===== src/hw/rotator_pkg.sv =====
// shared sizes for the weight rotator
// loop limits and derived field widths
// header config fields and the header/row beat union
`default_nettype none

package rotator_pkg;

  localparam int COLS          = 4;
  localparam int WORD_W        = 8;
  localparam int ROW_W         = COLS * WORD_W;
  localparam int DEPTH         = 64;
  localparam int RAM_LATENCY   = 2;

  // loop limits, kernel width is odd
  localparam int KW_MAX        = 7;
  localparam int CI_MAX        = 8;
  localparam int XW_MAX        = 16;
  localparam int XH_BLOCKS_MAX = 4;
  localparam int XN_MAX        = 2;

  localparam int ADDR_W = $clog2(DEPTH);
  localparam int KW2_W  = $clog2((KW_MAX + 1) / 2);
  localparam int CI_W   = $clog2(CI_MAX);
  localparam int XW_W   = $clog2(XW_MAX);
  localparam int BLK_W  = $clog2(XH_BLOCKS_MAX);
  localparam int XN_W   = $clog2(XN_MAX);

  // header fields, all counts stored minus one except kw2
  typedef struct packed {
    logic [ADDR_W-1:0] addr_max;
    logic [XN_W-1:0]   xn_1;
    logic [BLK_W-1:0]  blocks_1;
    logic [XW_W-1:0]   cols_1;
    logic [CI_W-1:0]   cin_1;
    logic [KW2_W-1:0]  kw2;
  } config_t;

  localparam int CFG_W = $bits(config_t);

  typedef struct packed {
    logic [ROW_W-CFG_W-1:0] pad;
    config_t                cfg;
  } header_t;

  // one input word, either a set header or a weight row
  typedef union packed {
    header_t                      hdr;
    logic [COLS-1:0][WORD_W-1:0]  row;
  } beat_u;

endpackage

`default_nettype wire

===== src/hw/bank_if.sv =====
// bank_wr_if: row and header writes into the two banks
// bank_rd_if: read requests, delayed read data and bank config
`default_nettype none

interface bank_wr_if #(
  parameter int ROW_W  = rotator_pkg::ROW_W,
  parameter int ADDR_W = rotator_pkg::ADDR_W
);
  logic              wr_en;
  logic              wr_bank;
  logic [ADDR_W-1:0] wr_addr;
  logic [ROW_W-1:0]  wr_row;
  // header beat rides on wr_row
  logic              cfg_en;

  modport writer (output wr_en, wr_bank, wr_addr, wr_row, cfg_en);
  modport memory (input wr_en, wr_bank, wr_addr, wr_row, cfg_en);
endinterface

interface bank_rd_if #(
  parameter int ROW_W  = rotator_pkg::ROW_W,
  parameter int ADDR_W = rotator_pkg::ADDR_W
);
  logic                 rd_en;
  logic                 rd_bank;
  logic [ADDR_W-1:0]    rd_addr;
  logic                 rd_valid;
  logic [ROW_W-1:0]     rd_row;
  rotator_pkg::config_t rd_cfg;

  modport master (output rd_en, rd_bank, rd_addr, input rd_valid, rd_row, rd_cfg);
  modport memory (input rd_en, rd_bank, rd_addr, output rd_valid, rd_row, rd_cfg);
endinterface

`default_nettype wire


===== src/hw/weight_rotator.sv =====
// weight_rotator: top level of the weight rotator
// writer, ping-pong banks, reader, loop counters and output FIFO
`default_nettype none

module weight_rotator #(
  parameter int COLS          = rotator_pkg::COLS,
  parameter int WORD_W        = rotator_pkg::WORD_W,
  parameter int DEPTH         = rotator_pkg::DEPTH,
  parameter int RAM_LATENCY   = rotator_pkg::RAM_LATENCY,
  parameter int KW_MAX        = rotator_pkg::KW_MAX,
  parameter int CI_MAX        = rotator_pkg::CI_MAX,
  parameter int XW_MAX        = rotator_pkg::XW_MAX,
  parameter int XH_BLOCKS_MAX = rotator_pkg::XH_BLOCKS_MAX,
  parameter int XN_MAX        = rotator_pkg::XN_MAX,
  localparam int ROW_W  = COLS * WORD_W,
  localparam int ADDR_W = $clog2(DEPTH),
  localparam int CNT_W  = $clog2(2 * RAM_LATENCY + 1)
) (
  input  wire                           aclk,
  input  wire                           aresetn,
  input  wire                           i_s_valid,
  output logic                          o_s_ready,
  input  wire                           i_s_last,
  input  wire [ROW_W-1:0]               i_s_data,
  output logic                          o_m_valid,
  input  wire                           i_m_ready,
  output logic                          o_m_last,
  output logic [ROW_W-1:0]              o_m_data,
  output logic                          o_m_w_first,
  output logic                          o_m_cin_last,
  output logic                          o_m_w_last,
  output logic [rotator_pkg::KW2_W-1:0] o_m_kw2
);

  logic [1:0]       full;
  logic             release_pulse;
  logic             release_bank;
  logic             push;
  logic             clear;
  logic             pop;
  logic [CNT_W-1:0] fifo_count;

  bank_wr_if #(.ROW_W(ROW_W), .ADDR_W(ADDR_W)) wr_bus ();
  bank_rd_if #(.ROW_W(ROW_W), .ADDR_W(ADDR_W)) rd_bus ();

  // one output transfer
  assign pop = o_m_valid && i_m_ready;

  bank_writer #(.ROW_W(ROW_W), .DEPTH(DEPTH)) u_writer (
    .aclk(aclk), .aresetn(aresetn),
    .i_s_valid(i_s_valid), .i_s_last(i_s_last), .i_s_data(i_s_data),
    .i_release(release_pulse), .i_release_bank(release_bank),
    .o_s_ready(o_s_ready), .o_full(full), .wr(wr_bus.writer)
  );

  weight_bank #(.ROW_W(ROW_W), .DEPTH(DEPTH), .RAM_LATENCY(RAM_LATENCY)) u_bank (
    .aclk(aclk), .aresetn(aresetn), .wr(wr_bus.memory), .rd(rd_bus.memory)
  );

  rotation_reader #(.DEPTH(DEPTH), .RAM_LATENCY(RAM_LATENCY)) u_reader (
    .aclk(aclk), .aresetn(aresetn),
    .i_full(full), .i_pop(pop), .i_fifo_count(fifo_count), .i_last_beat(o_m_last),
    .o_release(release_pulse), .o_release_bank(release_bank),
    .o_push(push), .o_clear(clear), .rd(rd_bus.master)
  );

  loop_counters #(
    .KW_MAX(KW_MAX), .CI_MAX(CI_MAX), .XW_MAX(XW_MAX),
    .XH_BLOCKS_MAX(XH_BLOCKS_MAX), .XN_MAX(XN_MAX)
  ) u_counters (
    .aclk(aclk), .aresetn(aresetn),
    .i_clear(clear), .i_step(pop), .i_cfg(rd_bus.rd_cfg),
    .o_last(o_m_last), .o_w_first(o_m_w_first), .o_cin_last(o_m_cin_last),
    .o_w_last(o_m_w_last), .o_kw2(o_m_kw2)
  );

  skid_fifo #(.ROW_W(ROW_W), .RAM_LATENCY(RAM_LATENCY)) u_fifo (
    .aclk(aclk), .aresetn(aresetn),
    .i_flush(release_pulse), .i_push(push), .i_row(rd_bus.rd_row), .i_ready(i_m_ready),
    .o_valid(o_m_valid), .o_row(o_m_data), .o_count(fifo_count)
  );

endmodule

`default_nettype wire


===== src/hw/skid_fifo.sv =====
// skid_fifo: register FIFO of 2*RAM_LATENCY rows
// holds prefetched rows while the output is stalled
`default_nettype none

module skid_fifo #(
  parameter int ROW_W       = rotator_pkg::ROW_W,
  parameter int RAM_LATENCY = rotator_pkg::RAM_LATENCY,
  localparam int FIFO_DEPTH = 2 * RAM_LATENCY,
  localparam int PTR_W      = $clog2(FIFO_DEPTH),
  localparam int CNT_W      = $clog2(FIFO_DEPTH + 1)
) (
  input  wire              aclk,
  input  wire              aresetn,
  input  wire              i_flush,
  input  wire              i_push,
  input  wire [ROW_W-1:0]  i_row,
  input  wire              i_ready,
  output logic             o_valid,
  output logic [ROW_W-1:0] o_row,
  output logic [CNT_W-1:0] o_count
);

  logic [ROW_W-1:0] mem [FIFO_DEPTH];
  logic [PTR_W-1:0] wr_ptr;
  logic [PTR_W-1:0] rd_ptr;
  logic [CNT_W-1:0] count;
  logic             pop;

  function automatic logic [PTR_W-1:0] ptr_next(input logic [PTR_W-1:0] p);
    return (p == PTR_W'(FIFO_DEPTH - 1)) ? '0 : p + 1'b1;
  endfunction

  assign o_valid = (count != '0);
  assign o_row   = mem[rd_ptr];
  assign o_count = count;
  assign pop     = o_valid && i_ready;

  always_ff @(posedge aclk) begin
    if (i_push) mem[wr_ptr] <= i_row;
  end

  // flush wins over push and pop
  always_ff @(posedge aclk) begin
    if (!aresetn || i_flush) begin
      wr_ptr <= '0;
      rd_ptr <= '0;
      count  <= '0;
    end else begin
      if (i_push) wr_ptr <= ptr_next(wr_ptr);
      if (pop) rd_ptr <= ptr_next(rd_ptr);
      count <= count + CNT_W'(i_push) - CNT_W'(pop);
    end
  end

  a_no_overflow: assert property (@(posedge aclk) disable iff (!aresetn)
    (i_push && !i_flush) |-> (count < FIFO_DEPTH));

endmodule

`default_nettype wire


===== src/hw/loop_counters.sv =====
// loop_counters: five chained wrap counters for one weight set
// kernel, channel, column, block and image positions
// end marker and position flags of the current output beat
`default_nettype none

module loop_counters #(
  parameter int KW_MAX        = rotator_pkg::KW_MAX,
  parameter int CI_MAX        = rotator_pkg::CI_MAX,
  parameter int XW_MAX        = rotator_pkg::XW_MAX,
  parameter int XH_BLOCKS_MAX = rotator_pkg::XH_BLOCKS_MAX,
  parameter int XN_MAX        = rotator_pkg::XN_MAX,
  localparam int LIM_A = (KW_MAX > CI_MAX) ? KW_MAX : CI_MAX,
  localparam int LIM_B = (LIM_A > XW_MAX) ? LIM_A : XW_MAX,
  localparam int LIM_C = (LIM_B > XH_BLOCKS_MAX) ? LIM_B : XH_BLOCKS_MAX,
  localparam int LIM_D = (LIM_C > XN_MAX) ? LIM_C : XN_MAX,
  localparam int CW    = $clog2(LIM_D)
) (
  input  wire                           aclk,
  input  wire                           aresetn,
  input  wire                           i_clear,
  input  wire                           i_step,
  input  wire rotator_pkg::config_t     i_cfg,
  output logic                          o_last,
  output logic                          o_w_first,
  output logic                          o_cin_last,
  output logic                          o_w_last,
  output logic [rotator_pkg::KW2_W-1:0] o_kw2
);

  // stage 0 innermost: kernel, channel, column, block, image
  logic [4:0][CW-1:0] cnt_q;
  logic [4:0][CW-1:0] lim;
  logic [4:0]         at_max;
  logic [4:0]         carry;

  assign lim[0] = CW'({i_cfg.kw2, 1'b0});
  assign lim[1] = CW'(i_cfg.cin_1);
  assign lim[2] = CW'(i_cfg.cols_1);
  assign lim[3] = CW'(i_cfg.blocks_1);
  assign lim[4] = CW'(i_cfg.xn_1);

  always_comb begin
    for (int i = 0; i < 5; i++) begin
      at_max[i] = (cnt_q[i] == lim[i]);
    end
    carry[0] = i_step;
    for (int i = 1; i < 5; i++) begin
      carry[i] = carry[i-1] && at_max[i-1];
    end
  end

  always_ff @(posedge aclk) begin
    if (!aresetn || i_clear) begin
      cnt_q <= '0;
    end else begin
      for (int i = 0; i < 5; i++) begin
        if (carry[i]) cnt_q[i] <= at_max[i] ? '0 : cnt_q[i] + 1'b1;
      end
    end
  end

  assign o_w_first  = (cnt_q[0] == '0) && (cnt_q[1] == '0) && (cnt_q[2] == '0);
  assign o_cin_last = at_max[0] && at_max[1];
  assign o_w_last   = at_max[2];
  assign o_last     = &at_max;
  assign o_kw2      = i_cfg.kw2;

endmodule

`default_nettype wire


===== src/hw/rotation_reader.sv =====
// rotation_reader: read FSM for the full bank
// cyclic row addressing, prefetch credit against the output FIFO
// bank release and FIFO flush after the final beat
`default_nettype none

module rotation_reader #(
  parameter int DEPTH       = rotator_pkg::DEPTH,
  parameter int RAM_LATENCY = rotator_pkg::RAM_LATENCY,
  localparam int ADDR_W     = $clog2(DEPTH),
  localparam int FIFO_DEPTH = 2 * RAM_LATENCY,
  localparam int CNT_W      = $clog2(FIFO_DEPTH + 1)
) (
  input  wire              aclk,
  input  wire              aresetn,
  input  wire [1:0]        i_full,
  input  wire              i_pop,
  input  wire [CNT_W-1:0]  i_fifo_count,
  input  wire              i_last_beat,
  output logic             o_release,
  output logic             o_release_bank,
  output logic             o_push,
  output logic             o_clear,
  bank_rd_if.master        rd
);

  typedef enum logic {R_IDLE, R_READ} r_state_e;

  r_state_e               state;
  logic                   bank_q;
  logic [ADDR_W-1:0]      addr_q;
  // one bit per outstanding read, aligned with the bank latency
  logic [RAM_LATENCY-1:0] pend_q;
  logic [CNT_W:0]         in_flight;
  logic                   issue;

  always_comb begin
    in_flight = '0;
    for (int i = 0; i < RAM_LATENCY; i++) begin
      in_flight = in_flight + (CNT_W + 1)'(pend_q[i]);
    end
  end

  // reads in flight plus buffered rows may not exceed the FIFO
  assign issue     = (state == R_READ) && ((in_flight + i_fifo_count) < FIFO_DEPTH);
  assign o_clear   = (state == R_IDLE) && i_full[bank_q];
  assign o_release = (state == R_READ) && i_pop && i_last_beat;
  assign o_release_bank = bank_q;
  assign o_push    = rd.rd_valid && pend_q[RAM_LATENCY-1];

  always_ff @(posedge aclk) begin
    if (!aresetn) begin
      state  <= R_IDLE;
      bank_q <= 1'b0;
      addr_q <= '0;
    end else begin
      case (state)
        R_IDLE: begin
          if (o_clear) begin
            addr_q <= '0;
            state  <= R_READ;
          end
        end
        R_READ: begin
          if (o_release) begin
            bank_q <= ~bank_q;
            state  <= R_IDLE;
          end else if (issue) begin
            addr_q <= (addr_q == rd.rd_cfg.addr_max) ? '0 : addr_q + 1'b1;
          end
        end
        default: state <= R_IDLE;
      endcase
    end
  end

  // late returns of a finished set are dropped here
  always_ff @(posedge aclk) begin
    if (!aresetn || o_release) begin
      pend_q <= '0;
    end else begin
      pend_q <= RAM_LATENCY'({pend_q, issue});
    end
  end

  assign rd.rd_en   = issue;
  assign rd.rd_bank = bank_q;
  assign rd.rd_addr = addr_q;

  a_release_full: assert property (@(posedge aclk) disable iff (!aresetn)
    o_release |-> i_full[o_release_bank]);

endmodule

`default_nettype wire


===== src/hw/weight_bank.sv =====
// weight_bank: two row banks with a config register each
// read data and valid delayed by RAM_LATENCY cycles
`default_nettype none

module weight_bank #(
  parameter int ROW_W       = rotator_pkg::ROW_W,
  parameter int DEPTH       = rotator_pkg::DEPTH,
  parameter int RAM_LATENCY = rotator_pkg::RAM_LATENCY
) (
  input  wire        aclk,
  input  wire        aresetn,
  bank_wr_if.memory  wr,
  bank_rd_if.memory  rd
);

  logic [ROW_W-1:0]     mem [2][DEPTH];
  rotator_pkg::config_t cfg_q [2];
  rotator_pkg::beat_u   wr_beat;
  logic [ROW_W-1:0]     row_pipe [RAM_LATENCY];
  logic [RAM_LATENCY-1:0] vld_pipe;

  assign wr_beat = wr.wr_row;

  always_ff @(posedge aclk) begin
    if (wr.wr_en) mem[wr.wr_bank][wr.wr_addr] <= wr.wr_row;
    if (wr.cfg_en) cfg_q[wr.wr_bank] <= wr_beat.hdr.cfg;
  end

  // first stage is the array read, the rest are output registers
  always_ff @(posedge aclk) begin
    if (rd.rd_en) row_pipe[0] <= mem[rd.rd_bank][rd.rd_addr];
    for (int i = 1; i < RAM_LATENCY; i++) begin
      row_pipe[i] <= row_pipe[i-1];
    end
  end

  always_ff @(posedge aclk) begin
    if (!aresetn) begin
      vld_pipe <= '0;
    end else begin
      vld_pipe <= RAM_LATENCY'({vld_pipe, rd.rd_en});
    end
  end

  assign rd.rd_valid = vld_pipe[RAM_LATENCY-1];
  assign rd.rd_row   = row_pipe[RAM_LATENCY-1];
  assign rd.rd_cfg   = cfg_q[rd.rd_bank];

  // writer and reader never share a bank
  a_no_bank_clash: assert property (@(posedge aclk) disable iff (!aresetn)
    !(wr.wr_en && rd.rd_en && (wr.wr_bank == rd.rd_bank)));

endmodule

`default_nettype wire


===== src/hw/bank_writer.sv =====
// bank_writer: input stream FSM for weight sets
// header capture, row writes, bank toggle and bank-full flags
`default_nettype none

module bank_writer #(
  parameter int ROW_W = rotator_pkg::ROW_W,
  parameter int DEPTH = rotator_pkg::DEPTH,
  localparam int ADDR_W = $clog2(DEPTH)
) (
  input  wire              aclk,
  input  wire              aresetn,
  input  wire              i_s_valid,
  input  wire              i_s_last,
  input  wire [ROW_W-1:0]  i_s_data,
  input  wire              i_release,
  input  wire              i_release_bank,
  output logic             o_s_ready,
  output logic [1:0]       o_full,
  bank_wr_if.writer        wr
);

  typedef enum logic [2:0] {W_IDLE, W_HEADER, W_WRITE, W_FINISH, W_SWITCH} w_state_e;

  w_state_e           state;
  logic               bank_q;
  // one extra bit so an overlong set shows up
  logic [ADDR_W:0]    addr_q;
  logic [1:0]         full_q;
  rotator_pkg::beat_u beat;
  logic               s_hs;
  logic               hdr_hs;
  logic               row_hs;

  assign beat      = i_s_data;
  assign o_s_ready = (state == W_HEADER) || (state == W_WRITE);
  assign s_hs      = i_s_valid && o_s_ready;
  assign hdr_hs    = s_hs && (state == W_HEADER);
  assign row_hs    = s_hs && (state == W_WRITE);

  always_ff @(posedge aclk) begin
    if (!aresetn) begin
      state  <= W_IDLE;
      bank_q <= 1'b0;
      addr_q <= '0;
    end else begin
      case (state)
        W_IDLE: begin
          if (!full_q[bank_q]) state <= W_HEADER;
        end
        W_HEADER: begin
          if (hdr_hs) begin
            addr_q <= '0;
            state  <= W_WRITE;
          end
        end
        W_WRITE: begin
          if (row_hs) begin
            addr_q <= addr_q + 1'b1;
            if (i_s_last) state <= W_FINISH;
          end
        end
        W_FINISH: state <= W_SWITCH;
        W_SWITCH: begin
          bank_q <= ~bank_q;
          // skip idle when the other bank is already free
          state  <= full_q[~bank_q] ? W_IDLE : W_HEADER;
        end
        default: state <= W_IDLE;
      endcase
    end
  end

  // set on the last row, cleared by the reader's release
  always_ff @(posedge aclk) begin
    if (!aresetn) begin
      full_q <= 2'b00;
    end else begin
      if (i_release) full_q[i_release_bank] <= 1'b0;
      if (row_hs && i_s_last) full_q[bank_q] <= 1'b1;
    end
  end

  assign o_full     = full_q;
  assign wr.wr_en   = row_hs;
  assign wr.cfg_en  = hdr_hs;
  assign wr.wr_bank = bank_q;
  assign wr.wr_addr = addr_q[ADDR_W-1:0];
  // header beat keeps only the config fields
  assign wr.wr_row  = hdr_hs ? ROW_W'(beat.hdr.cfg) : beat.row;

  a_wr_addr_range: assert property (@(posedge aclk) disable iff (!aresetn)
    wr.wr_en |-> (addr_q < DEPTH));

endmodule

`default_nettype wire


===== config.mk =====
export PLATFORM = sky130hd
export DESIGN_NAME = weight_rotator
export DESIGN_NICKNAME = d
export VERILOG_FILES = /design/src/hw/rotator_pkg.sv /design/src/hw/bank_if.sv /design/src/hw/weight_rotator.sv /design/src/hw/skid_fifo.sv /design/src/hw/loop_counters.sv /design/src/hw/rotation_reader.sv /design/src/hw/weight_bank.sv /design/src/hw/bank_writer.sv
export SDC_FILE = /design/constraint.sdc
export NUM_CORES = 2
export LEC_CHECK = 0
export BUFFER_PORTS_ARGS = -buffer_cell sky130_fd_sc_hd__buf_2
export CORE_UTILIZATION = 45
export DETAILED_ROUTE_END_ITERATION = 7
export GPL_TIMING_DRIVEN = 0
export HOLD_SLACK_MARGIN = 0.03
export PLACE_DENSITY_LB_ADDON = 0.3
export SETUP_SLACK_MARGIN = 0.15
export SYNTH_ARGS = -nofsm -noshare
export SYNTH_HDL_FRONTEND = slang
export SYNTH_MEMORY_MAX_BITS = 65536
export SYNTH_SLANG_ARGS = --single-unit

===== constraint.sdc =====
create_clock -name aclk -period 7.7 [get_ports aclk]
set_input_delay 1.54 -clock aclk [delete_from_list [all_inputs] [get_ports aclk]]
set_output_delay 1.54 -clock aclk [all_outputs]
set_load 0.03 [all_outputs]

# Word-level counts from Yosys, hierarchy flattened

Memories as Yosys holds them, arrays and structs flattened. A register that Yosys moved wholly into a read port is not among the register bits.
Cells that the tools add are included.

Register bits after elaboration: 52
RAM bits: 4,324
Input port bits: 37
Output and inout bits: 40
Memories kept: 4

Memories:

| memory          | depth | width | read ports | clocked after memory_dff | write ports | line              | RTL |
|---|---|---|---|---|---|---|---|
| u_bank.mem      | 2     | 2,048 | 1          | 1                        | 1           | weight_bank.sv:16 | `logic [ROW_W-1:0] mem [2][DEPTH];` |
| u_fifo.mem      | 4     | 32    | 1          | 1                        | 1           | skid_fifo.sv:23   | `logic [ROW_W-1:0] mem [FIFO_DEPTH];` |
| u_bank.row_pipe | 2     | 32    | 2          | 0                        | 2           | weight_bank.sv:19 | `logic [ROW_W-1:0] row_pipe [RAM_LATENCY];` |
| u_bank.cfg_q    | 2     | 18    | 1          | 1                        | 1           | weight_bank.sv:17 | `rotator_pkg::config_t cfg_q [2];` |

$add $sub $neg: 13
Order comparisons: 9
Equality and inequality tests: 19
Muxes and demuxes: 57
Bitwise logic cells: 8
Reduce and logical (&&, ||, !) cells: 35

Operators with widths:

| operator                                                     | count |
|---|---|
| two-way mux 2048 bit                                         | 1 |
| binary-select mux 32 bit (select 6 bit)                      | 1 |
| demux 32 bit (select 6 bit)                                  | 1 |
| two-way mux 32 bit                                           | 4 |
| less-than comparator 32 x 3 -> 1 bit (second input constant) | 1 |
| two-way mux 6 bit                                            | 4 |
| two-way mux 1 bit                                            | 22 |
| adder 4 x 1 -> 4 bit (second input constant)                 | 5 |
| logical AND 1 bit                                            | 20 |
| two-way mux 4 bit                                            | 5 |
| case mux 3 bit (5 select lines)                              | 1 |
| >= comparator 7 bit (second input constant)                  | 2 |
| two-way mux 2 bit                                            | 7 |
| two-way mux 7 bit                                            | 2 |
| inverter 6 -> 7 bit                                          | 2 |
| case mux 7 bit (2 select lines)                              | 1 |
| logical NOT 4 bit                                            | 3 |
| two-way mux 3 bit                                            | 4 |
| case mux 6 bit (2 select lines)                              | 1 |
| == test 4 x 3 -> 1 bit                                       | 2 |
| != test 2 bit (second input constant)                        | 4 |
| adder 7 x 1 -> 7 bit (second input constant)                 | 1 |
| less-than comparator 7 x 1 -> 1 bit (second input constant)  | 1 |
| adder 6 x 1 -> 6 bit (second input constant)                 | 1 |
| other kinds (31)                                             | 45 |

# Depth between registers and ports, before layout

Word-level depth: 10
Depth in mapped cells: 11
Mapped depth without buffers: 10

# By module

Synthesis repeated with hierarchy kept, for this count alone.

Cell total of the unflattened synthesis: 6,646
Area total of the unflattened synthesis: 166,636.1 µm²

Modules (own cells, without submodules):

| module          | times used | cells each | area an instance (µm²) |
|---|---|---|---|
| weight_bank     | 1          | 6,104      | 158,737.2 |
| skid_fifo       | 1          | 212        | 5,134.9 |
| loop_counters   | 1          | 155        | 1,302.5 |
| bank_writer     | 1          | 102        | 850.8 |
| rotation_reader | 1          | 72         | 604.3 |
| weight_rotator  | 1          | 1          | 6.3 |

# Worst setup path before layout

No wires, ideal clock.

Path kind: input port to flip-flop
Start: input port i_s_valid
End: memory u_bank.mem[0][1014] (netlist name), data pin
Data arrival time: 5.316 ns
Required time: 6.875 ns
Path slack: 1.559 ns
Stages on the path: 5
Cells stage by stage: nand2b_1 > clkbuf_1 > nor2_1 > clkbuf_1 > nor2b_1

Cells in the longest elaborated chain, start to end: 3

RTL lines:

| element                  | line                 | RTL |
|---|---|---|
| start, declared          | weight_rotator.sv:21 | `input wire i_s_valid,` |
| logical AND 1 bit        | bank_writer.sv:36    | `assign s_hs = i_s_valid && o_s_ready;` |
| logical AND 1 bit        | bank_writer.sv:37    | `assign hdr_hs = s_hs && (state == W_HEADER);` |
| two-way mux 32 bit       | bank_writer.sv:89    | `assign wr.wr_row = hdr_hs ? ROW_W'(beat.hdr.cfg) : beat.row;` |
| via u_bank.wr.wr_row[22] | bank_if.sv:17        | `modport memory (input wr_en, wr_bank, wr_addr, wr_row, cfg_en);` |
| end, declared            | weight_bank.sv:16    |  |

The timed path passes the listed nets, and every way through them passes these cells.

==> impl_metrics.json <==
{
  "synth_top_family_by_area": "multiplexers",
  "synthArstFlopShare_pct": 0,
  "intPower_mw": 38.5,
  "worst_slew_margin_rel_pct": -0.425,
  "overflow": 0,
  "viasPerCell": 6.07,
  "dp_slack_ns": 2.42,
  "violations": "capacitance limit, slew limit",
  "grt_max_degree": 100,
  "netlist_area_mm2": 0.166,
  "antenna_found_initial": 50,
  "finalSetupViolCount": 0,
  "cp_slowest_stage_delay_ns": 0.66,
  "swShare_pct": 20.2,
  "grt_usage_pct": 22.5,
  "cts_tree": "built",
  "antenna_left": 0,
  "initial_utilization_pct": 45.3,
  "max_clock_freq_mhz": 172,
  "synth_flop_cell": "edfxtp_1",
  "power.share.clock_pct": 42.1,
  "clk_path_buf_depth": 4,
  "crit_path_cell_trace": "buf_2, buf_6, buf_6, mux2i_1, xnor2_1, or3_1, nand4b_1, inv_1, buf_2",
  "synth_fa_ha_area_share_pct": 0.155,
  "power_frac_comb_pct": 3.2,
  "rrSetupSlack_ns": 2.52,
  "critical_path_class": "reg2out",
  "sequentialPowerShare_pct": 54.8,
  "critPathArrivalTime_ns": 4.29,
  "hold_path.class": "reg2reg",
  "drt-wirelength-per-cell_um": 33.8,
  "rows": 222,
  "muxShareOfSynthArea_pct": 19.0,
  "cts-root-buf": "clkbuf_16",
  "endpoint_kind": "primary output",
  "clock-sinks": 4378,
  "crit_fanout": 10,
  "tightest_slew_ns": 1.51,
  "yosys.area_share.simple_pct": 0.908,
  "path_clk_slew_ns": 0.07,
  "postPlaceCellArea_mm2": 0.178,
  "leakage_nw": 56.8,
  "rsz0062_at_grt": "no",
  "finalPower_mw": 48.3,
  "grt_pass1_vias": 76789,
  "finalCriticalPeriod_ns": 5.83,
  "netlist_instances": 6604,
  "crit_path_top_delay_cell": "mux2i_1",
  "nNetsFinal": 7341,
  "final_common_cell": "edfxtp_1",
  "drt_iter0_markers": 10064,
  "die_w_um": 610,
  "ctsResizeCount": 0,
  "hold_violations": 0,
  "power_density_mw_per_mm2": 252,
  "drv_slew": 10,
  "h-tree-depth": 5,
  "pin_count": 77,
  "synth-edff-count": 4292,
  "synthesis.nets": 6661,
  "clock_latency_ns": 0.93,
  "finalWorstSetupSlack_ns": 1.87,
  "final_cell_mix": "edfxtp_1 (4292), mux4_2 (1376), clkbuf_16 (425)",
  "drive_above_1_share_pct": 33.2,
  "fillCellCount": 27428,
  "worst-endpoint-required_ns": 6.16,
  "place.gp.congestion": 0.928,
  "layout.cells.non_filler": 12450,
  "finClkSkew_ns": 0.0627,
  "grt_pass1_wl_mm": 587,
  "ys_seq_area_share_pct": 78.6,
  "reg2reg_depth": 7,
  "ir_drop_v": 0.000212,
  "regToRegStartpoint": "u_reader.rd.rd_addr[1]",
  "drc_errors": 0,
  "outcome": "finished, violations left",
  "synth_seq_cells": 4378,
  "rr_endpoint": "u_bank.row_pipe[0][23]",
  "cp-start-kind": "flip-flop",
  "drt-pass1-iter-count": 8,
  "synth-xor-area-share_pct": 0.148,
  "io_buffer_count": 76,
  "final_area_mm2": 0.191,
  "dr_total_vias": 75621,
  "holdPathStages": 0,
  "core-area_mm2": 0.367,
  "yosysWarningCount": 0,
  "dp_hpwl_mm": 294,
  "dieArea_mm2": 0.372,
  "register_area_mm2": 0.131,
  "avgSynthCellArea_um2": 25.2,
  "post_cts.repair.setup_buffers": 0,
  "placedCellCount": 11684,
  "chipHeight_um": 610,
  "cts_buffers": 414,
  "synth_cell_types": 55,
  "drv_cap": 1,
  "fin_hold_ws_ns": 0.340,
  "p_switching_mw": 9.76,
  "hold_start": "u_bank.row_pipe[0][25]",
  "multiInputGateArea_mm2": 0.0351,
  "min_to": "u_bank.row_pipe[0][57]",
  "drt_wl_total_mm": 420,
  "synth_compound_area_share_pct": 0.228,
  "cts_hold_buf": 0,
  "area_delta_synth_final_pct": 15.2,
  "period_share_pct": 75.7
}
-- synth_stat cells, types with 12 or more instances --
master	number	area share (%)
edfxtp_1	4292	78
mux4_2	1376	19
clkbuf_1	190	0.43
nor2_1	171	0.39
dfxtp_1	86	1.0
buf_2	70	0.21
buf_1	62	0.14
nand2_1	41	0.093
mux2_2	34	0.23
mux2i_1	24	0.14
inv_1	23	0.052
a21oi_1	22	0.066
nor2b_1	22	0.083
ha_1	19	0.14
xnor2_1	18	0.095
nand3_1	17	0.051
o21ai_0	16	0.048
or3_1	12	0.045
-- worst max-delay path by stage --
stage / start / end / slack [ns] / cells after the start
floorplan: i_s_valid / u_bank.mem[0][1014] / 1.56 / 5
global placement: i_s_valid / u_bank.mem[0][18] / -3.10 / 5
detailed placement: i_s_valid / u_bank.cfg_q[1][13] / 2.42 / 6
CTS: flip-flop / o_m_last / 1.98 / 9
global route: flip-flop / o_m_last / 1.81 / 10
finish: flip-flop / o_m_last / 1.87 / 9
-- worst max-delay path: cells and delay by family, from the launching register on --
family / cells / cell delay (ns)
buffers and inverters: 5 / 1.12
and+or+nand+nor: 2 / 1.06
muxes: 1 / 0.66
DFF: 1 / 0.31
xor gates and xnor gates: 1 / 0.22
-- state kept, by name, summed over array words and instances, names as in the netlist, named ones only --
| register | count |
|---|---|
| u_writer.addr_q | 6 |
| u_fifo.wr_ptr | 2 |
| u_writer.wr.wr_bank | 1 |
| u_bank.mem | 4096 |
| u_reader.rd.rd_addr | 6 |
| u_counters.cnt_q | 20 |
| u_fifo.rd_ptr | 2 |
| u_fifo.mem | 128 |
| u_bank.vld_pipe | 2 |
| u_bank.cfg_q | 36 |
| u_fifo.o_count | 3 |
| u_writer.state | 3 |
| u_reader.o_release_bank | 1 |
| u_bank.row_pipe | 64 |
| u_reader.pend_q | 2 |
| u_writer.o_full | 2 |
| u_reader.state | 1 |
-- per-layer routing --
metal	share of wire (%)	up-vias	GRT usage, %
li1	-	30150	-
met5	0.012	-	0
met1	38	41330	30.1
met3	9.0	650	4.88
met2	49	3483	36.6
met4	3.8	8	7.96
-- metrics by stage --
stage | setup TNS [ns] | utilization (%)
2_1_floorplan | 0 | -
3_3_place_gp | -4065.55 | 47.1
3_5_place_dp | 0 | 48.5
4_1_cts | 0 | 52.2
5_1_grt | 0 | 52.2
6_report | 0 | 52.2
-- layout make-up --
| type | instances | area share (%) |
|---|---|---|
| sequential | 4378 | 68.3 |
| multi-input combinational | 1863 | 18.3 |
| clock buffer | 526 | 5.80 |
| tap | 4816 | 3.15 |
| timing repair buffer | 264 | 2.44 |
| clock inverter | 216 | 1.17 |
| buffer | 338 | 0.770 |
| inverter | 25 | 0.0490 |
| antenna | 24 | 0.0314 |
-- power groups by stage --
| stage | Clock, mW | Sequential, mW | Combinational (mW) |
|---|---|---|---|
| finish | 20.3 | 26.4 | 1.53 |
| global route | 21.4 | 26.4 | 1.61 |
| CTS | 20.6 | 26.4 | 1.52 |
| detailed placement | 0 | 26.9 | 1.52 |
| global placement | 0 | 27.1 | 1.28 |
| floorplan | 0 | 27.0 | 0.665 |
-- logic make-up after synthesis --
group,count (synthesis)
adders and majority gates,20
xor gates and xnor gates,28
AOI/OAI and AO/OA,60
DFF,4378
muxes,1434
and+or+nand+nor,321
buffers and inverters,363
Note: power is estimated with default switching activity, not from simulation.
